**src/logic/benes_pkg.sv**
```systemverilog
`default_nettype none

package benes_pkg;

	// network geometry, one size for both directions
	localparam int LOG_SIZE   = 3;                 // lane address bits
	localparam int SIZE       = 1 << LOG_SIZE;     // lanes incl. dummies
	localparam int STAGE_NUM  = 2 * LOG_SIZE - 1;  // switch columns
	localparam int SWITCH_NUM = SIZE / 2;          // 2x2 switches per column

	// one column of switch settings
	// bit k set -> switch k crosses, clear -> straight
	typedef logic [SWITCH_NUM-1:0] col_sel_t;

	// whole network, entry s drives stage s
	typedef col_sel_t [STAGE_NUM-1:0] net_sel_t;

	// lane bit on which stage s pairs its lanes
	// butterfly half walks from msb down, inverse half walks back up
	// switch k joins the k-th lane with this bit clear to its partner with the bit set
	function automatic int pair_bit(input int stage);
		int bit_idx;
		if (stage < LOG_SIZE) begin
			bit_idx = LOG_SIZE - 1 - stage;  // butterfly
		end else begin
			bit_idx = stage - LOG_SIZE + 1;  // inverse butterfly
		end
		return bit_idx;
	endfunction

endpackage

`default_nettype wire

```
**src/logic/port_pad.sv**
```systemverilog
`timescale 1ns/100ps
`default_nettype none

// feeder for one network direction
// real ports go to the low lanes, the rest are zero dummies
module port_pad #(
	parameter int DATA_WIDTH = 32,
	parameter int SLOT_NUM   = 6
) (
	input  logic                      clk,
	input  logic                      rst_n,
	input  logic [DATA_WIDTH-1:0]     i_ports [SLOT_NUM],
	input  benes_pkg::net_sel_t       i_select,
	output logic [DATA_WIDTH-1:0]     o_lanes [benes_pkg::SIZE],
	output benes_pkg::net_sel_t       o_select
);

	import benes_pkg::*;

	logic [DATA_WIDTH-1:0] padded [SIZE];  // ports widened to full lane count

	// port count has to fit the network
	if (SLOT_NUM < 1 || SLOT_NUM > SIZE) begin : g_bad_slot_num
		$error("port_pad: SLOT_NUM %0d outside 1..%0d", SLOT_NUM, SIZE);
	end

	always_comb begin
		for (int i = 0; i < SIZE; i++) begin
			padded[i] = '0;  // dummy lane
		end
		for (int i = 0; i < SLOT_NUM; i++) begin
			padded[i] = i_ports[i];  // real lane
		end
	end

	// settings are captured on the same edge as their data
	always_ff @(posedge clk or negedge rst_n) begin
		if (!rst_n) begin
			for (int i = 0; i < SIZE; i++) begin
				o_lanes[i] <= '0;
			end
			o_select <= '0;  // zero settings = straight paths while flushing
		end else begin
			o_lanes  <= padded;
			o_select <= i_select;
		end
	end

endmodule

`default_nettype wire

```
**src/logic/benes_stage.sv**
```systemverilog
`timescale 1ns/100ps
`default_nettype none

// one registered column of 2x2 switches
// uses entry STAGE of the settings, passes all settings on unchanged
module benes_stage #(
	parameter int DATA_WIDTH = 32,
	parameter int STAGE      = 0
) (
	input  logic                      clk,
	input  logic                      rst_n,
	input  logic [DATA_WIDTH-1:0]     i_lanes [benes_pkg::SIZE],
	input  benes_pkg::net_sel_t       i_select,
	output logic [DATA_WIDTH-1:0]     o_lanes [benes_pkg::SIZE],
	output benes_pkg::net_sel_t       o_select
);

	import benes_pkg::*;

	localparam int PB = pair_bit(STAGE);  // lane bit this column pairs on

	logic [DATA_WIDTH-1:0] sw_lanes [SIZE];  // switched, not yet registered
	col_sel_t              col_sel;          // this column's settings

	if (STAGE < 0 || STAGE >= STAGE_NUM) begin : g_bad_stage
		$error("benes_stage: STAGE %0d outside 0..%0d", STAGE, STAGE_NUM - 1);
	end

	assign col_sel = i_select[STAGE];

	for (genvar k = 0; k < SWITCH_NUM; k++) begin : g_switch
		// k-th lane with bit PB clear, i.e. k with a zero inserted at PB
		localparam int LO = ((k >> PB) << (PB + 1)) | (k & ((1 << PB) - 1));
		localparam int HI = LO | (1 << PB);  // partner lane

		assign sw_lanes[LO] = col_sel[k] ? i_lanes[HI] : i_lanes[LO];  // cross or keep
		assign sw_lanes[HI] = col_sel[k] ? i_lanes[LO] : i_lanes[HI];
	end

	// data and settings advance together
	// so later columns see the settings of their own item
	always_ff @(posedge clk or negedge rst_n) begin
		if (!rst_n) begin
			for (int i = 0; i < SIZE; i++) begin
				o_lanes[i] <= '0;
			end
			o_select <= '0;
		end else begin
			o_lanes  <= sw_lanes;
			o_select <= i_select;  // whole vector, spent entries too
		end
	end

endmodule

`default_nettype wire

```
**src/logic/port_trim.sv**
```systemverilog
`timescale 1ns/100ps
`default_nettype none

// drain for one network direction
// keeps the real lanes, dummy lanes end here
module port_trim #(
	parameter int DATA_WIDTH = 32,
	parameter int SLOT_NUM   = 6
) (
	input  logic                      clk,
	input  logic                      rst_n,
	input  logic [DATA_WIDTH-1:0]     i_lanes [benes_pkg::SIZE],
	output logic [DATA_WIDTH-1:0]     o_ports [SLOT_NUM]
);

	import benes_pkg::*;

	if (SLOT_NUM < 1 || SLOT_NUM > SIZE) begin : g_bad_slot_num
		$error("port_trim: SLOT_NUM %0d outside 1..%0d", SLOT_NUM, SIZE);
	end

	// output register, last pipeline step
	always_ff @(posedge clk or negedge rst_n) begin
		if (!rst_n) begin
			for (int i = 0; i < SLOT_NUM; i++) begin
				o_ports[i] <= '0;
			end
		end else begin
			for (int i = 0; i < SLOT_NUM; i++) begin
				o_ports[i] <= i_lanes[i];  // lane i -> port i
			end
		end
	end

endmodule

`default_nettype wire

```
**src/logic/benes_network.sv**
```systemverilog
`timescale 1ns/100ps
`default_nettype none

// one direction of the crossbar
// pad (1) + STAGE_NUM switch columns (1 each) + trim (1) cycles
module benes_network #(
	parameter int DATA_WIDTH = 32,
	parameter int SLOT_NUM   = 6
) (
	input  logic                      clk,
	input  logic                      rst_n,
	input  logic [DATA_WIDTH-1:0]     i_ports [SLOT_NUM],
	input  benes_pkg::net_sel_t       i_select,
	output logic [DATA_WIDTH-1:0]     o_ports [SLOT_NUM]
);

	import benes_pkg::*;

	// link s feeds stage s, link STAGE_NUM feeds the drain
	logic [DATA_WIDTH-1:0] lanes [STAGE_NUM+1][SIZE];
	net_sel_t              sel   [STAGE_NUM+1];  // settings riding beside each link

	port_pad #(
		.DATA_WIDTH (DATA_WIDTH),
		.SLOT_NUM   (SLOT_NUM)
	) pad_inst (
		.clk      (clk),
		.rst_n    (rst_n),
		.i_ports  (i_ports),
		.i_select (i_select),
		.o_lanes  (lanes[0]),
		.o_select (sel[0])
	);

	for (genvar s = 0; s < STAGE_NUM; s++) begin : g_stage
		benes_stage #(
			.DATA_WIDTH (DATA_WIDTH),
			.STAGE      (s)  // picks pairing and settings entry
		) stage_inst (
			.clk      (clk),
			.rst_n    (rst_n),
			.i_lanes  (lanes[s]),
			.i_select (sel[s]),
			.o_lanes  (lanes[s+1]),
			.o_select (sel[s+1])
		);
	end

	// settings stop at the last column, only lanes go on
	port_trim #(
		.DATA_WIDTH (DATA_WIDTH),
		.SLOT_NUM   (SLOT_NUM)
	) trim_inst (
		.clk     (clk),
		.rst_n   (rst_n),
		.i_lanes (lanes[STAGE_NUM]),
		.o_ports (o_ports)
	);

endmodule

`default_nettype wire

```
**src/logic/interconnect_benes.sv**
```systemverilog
`timescale 1ns/100ps
`default_nettype none

// buffer <-> compute module crossbar
// two independent benes networks, 7 cycles each, new routing every cycle
module interconnect_benes #(
	parameter int DATA_WIDTH = 32,  // word width
	parameter int SLOT_NUM   = 6    // real ports per direction
) (
	input  logic                      clk,
	input  logic                      rst_n,

	// buffer slots -> module inputs
	input  logic [DATA_WIDTH-1:0]     i_ram_outputs    [SLOT_NUM],
	input  benes_pkg::net_sel_t       i_module_select,
	output logic [DATA_WIDTH-1:0]     o_module_inputs  [SLOT_NUM],

	// module outputs -> buffer slots
	input  logic [DATA_WIDTH-1:0]     i_module_outputs [SLOT_NUM],
	input  benes_pkg::net_sel_t       i_slot_select,
	output logic [DATA_WIDTH-1:0]     o_ram_inputs     [SLOT_NUM]
);

	// ram to module, steered by i_module_select
	benes_network #(
		.DATA_WIDTH (DATA_WIDTH),
		.SLOT_NUM   (SLOT_NUM)
	) net_r2m (
		.clk      (clk),
		.rst_n    (rst_n),
		.i_ports  (i_ram_outputs),
		.i_select (i_module_select),
		.o_ports  (o_module_inputs)
	);

	// module to ram, steered by i_slot_select
	// shares nothing with net_r2m
	benes_network #(
		.DATA_WIDTH (DATA_WIDTH),
		.SLOT_NUM   (SLOT_NUM)
	) net_m2r (
		.clk      (clk),
		.rst_n    (rst_n),
		.i_ports  (i_module_outputs),
		.i_select (i_slot_select),
		.o_ports  (o_ram_inputs)
	);

endmodule

`default_nettype wire

```
**config.mk**
```make
export PLATFORM = sky130hd
export DESIGN_NAME = interconnect_benes
export DESIGN_NICKNAME = d
export VERILOG_FILES = /design/src/logic/benes_pkg.sv /design/src/logic/port_pad.sv /design/src/logic/benes_stage.sv /design/src/logic/port_trim.sv /design/src/logic/benes_network.sv /design/src/logic/interconnect_benes.sv
export SDC_FILE = /design/constraint.sdc
export NUM_CORES = 2
export LEC_CHECK = 0
export BUFFER_PORTS_ARGS = -buffer_cell sky130_fd_sc_hd__buf_4
export CAP_MARGIN = 20
export CORE_ASPECT_RATIO = 1.4
export CORE_MARGIN = 1
export CORE_UTILIZATION = 60
export CTS_CLUSTER_DIAMETER = 100
export DETAILED_ROUTE_END_ITERATION = 7
export PLACE_DENSITY = 0.79
export SLEW_MARGIN = 20
export SYNTH_ARGS = -nofsm -noshare
export SYNTH_HDL_FRONTEND = slang
export SYNTH_HIERARCHICAL = 1
export SYNTH_SLANG_ARGS = --single-unit
```
**constraint.sdc**
```tcl
create_clock -name clk -period 1.5 [get_ports clk]
set_input_delay 0.3 -clock clk [delete_from_list [all_inputs] [get_ports clk]]
set_output_delay 0.3 -clock clk [all_outputs]
set_load 0.02 [all_outputs]
```
==> flow_summary.toml <==
[status]
status = "finished, violations left"
failed_checks = "negative setup slack"

[global_route]
overflow = 0
antenna_found_initial = 33
grt_use_total = 0.3206
grt_pass1_wl_um = 450600
first_global_vias = 68620
grt_max_degree = 115

[place]
place_inst = 9483
hpwl_um = 174300
placed_area_mm2 = 0.1245
port-buffer-count = 809
globalplace.congestion = 0.8765

[synth]
synthesis.instances = 6152
yosysWarnings = 6
syn-cell-area_mm2 = 0.1151
syn_area_per_cell_um2 = 18.70

[critical_path]
slowest_delay_ps = 510
start_kind = "register"
r2r_end = "net_m2r/g_stage[0].stage_inst/o_lanes[217]"
r2r_start = "net_m2r/pad_inst/o_select[1]"
worstPathCellList = "buf_6"
critical_path_class = "register to output pin"
worstPathArrival_ps = 1500
r2r_slack_ps = 80
critPathRequiredTime_ps = 1200
crit_fanout = 1
critPathTopFamily = "flip-flops"
rr_worst_depth = 2
cp.depth = 1
crit_slowest_cell = "dfrtp_2"
critPathCaptureType = "output pin"
path_buf_inv = 1

[hold_path]
hold_path.class = "input port to register"
hold_start = "i_module_outputs[186]"
whs_path_depth = 2
holdPathEnd = "net_m2r/pad_inst/o_lanes[250]"

[timing]
fmax_mhz = 554.2
finalHoldViolCount = 0
post-route-min-period_ps = 1804
fin_ws_ps = -304.2
rsz0062_at_grt = "yes"
fin_worst_skew_ps = 59.14
final_max_slew_viol_count = 0
setup_viol = 384
period_share = 1.203
relSlewSlack = 0.5796
worst_pin_slew_ps = 630.6

[clock_network]
numCtsBuffers = 301
cts_tree = "built"
clock_sinks = 3320
cts_setup_buffers = 0
clkTransAtPathRegs_ps = 100
root_buffer = "clkbuf_16"
clkLatencyLatePin_ps = 860
clock_tree.buffer_depth = 4
cts_max_level = 5

[floorplan]
die_w_um = 372.1
start_util = 0.6059
dieArea_mm2 = 0.1935
io_pins = 810
core_mm2 = 0.1899
die_y_um = 520.1
row_count = 189

[cells_and_area]
nFillCells = 9684
num-nets-final = 8155
syn_to_final_growth_pct = 22.05
fin_area_mm2 = 0.1404
layout_common_cells = "dfrtp_1, mux2_2, buf_4"
fin_cells = 10460
drive_gt1_frac = 0.5156
final_common_cell = "dfrtp_1"

[power_and_ir_drop]
p_leak_nw = 61.90
p_total_w = 0.2116
irDropWorstVdd_mv = 1.424
powerDensity_mw_per_mm2 = 1507

[job]
drv_cap = 0

[route]
routed_wl_um = 310800
wl_per_cell_um = 29.72
drt_iter0_markers = 4248
vias_per_cell = 5.754
ant_nets = 0
drc_errors = 0
drt_first_pass_iters = 7
vias = 60170
stage by stage:
step | setup WS, ps | setup TNS (ps) | hold WS (ps) | util
after floorplan | 438.2 | 0 | 4.409 | -
after global placement | 165.2 | 0 | 195.5 | 0.6557
after detailed placement | 147.3 | 0 | 198.6 | 0.6557
after CTS | -389.2 | -83490 | 34.66 | 0.7392
after global routing | -377.8 | -83690 | 74.04 | 0.7394
final | -304.2 | -61270 | 97.56 | 0.7395
worst max-delay path by stage:
stage	start	to	slack, ps
after floorplan	net_m2r/pad_inst/o_select[0]	net_m2r/g_stage[0].stage_inst/o_lanes[100]	440
after global placement	net_m2r/g_stage[1].stage_inst/o_select[9]	net_m2r/g_stage[2].stage_inst/o_lanes[163]	170
after detailed placement	net_m2r/g_stage[1].stage_inst/o_select[9]	net_m2r/g_stage[2].stage_inst/o_lanes[163]	150
after CTS	net_r2m/trim_inst/o_ports[18]	o_module_inputs[18]	-390
after global routing	net_r2m/trim_inst/o_ports[14]	o_module_inputs[14]	-380
final	net_r2m/trim_inst/o_ports[18]	o_module_inputs[18]	-300
state kept, by name, summed over array words and instances, names as in the netlist:
name,cells
net_m2r/pad_inst/o_lanes,192
net_r2m/g_stage.stage_inst/o_select,40
net_r2m/g_stage.stage_inst/o_lanes,1216
net_m2r/g_stage.stage_inst/o_select,40
net_r2m/trim_inst/o_ports,192
net_m2r/g_stage.stage_inst/o_lanes,1216
net_m2r/trim_inst/o_ports,192
net_r2m/pad_inst/o_select,20
net_r2m/pad_inst/o_lanes,192
net_m2r/pad_inst/o_select,20
power breakdown:
group          switching, W  internal [W]
clock network        0.0349        0.0449
logic                0.0113        0.0128
registers           0.00739         0.100
final cells by class:
| type | instances | area, um^2 | share of cell area |
|---|---|---|---|
| flip-flops and latches | 3320 | 83210 | 0.5926 |
| multi-input cells | 2560 | 27870 | 0.1984 |
| repair buffers | 1546 | 16060 | 0.1144 |
| clock buffers | 424 | 8780 | 0.06252 |
| well taps | 2483 | 3107 | 0.02212 |
| clock inverters | 108 | 1351 | 0.009623 |
| diodes | 17 | 42.54 | 0.0003029 |
layer usage:
layer / vias up / track usage / routed length (um)
met5: - / 0 / 120
met4: 18 / 0.1456 / 14270
met3: 834 / 0.07985 / 24150
met2: 2951 / 0.5411 / 159500
met1: 32290 / 0.3887 / 112800
li1: 24080 / - / -
what timing repair did:
action | in CTS | in global routing
setup endpoints to repair | 384 | 384
hold buffers | 426 | 0
gates resized for setup | 407 | 5
hold endpoints to repair | 2321 | 0
(Power assumes the default switching activity.)
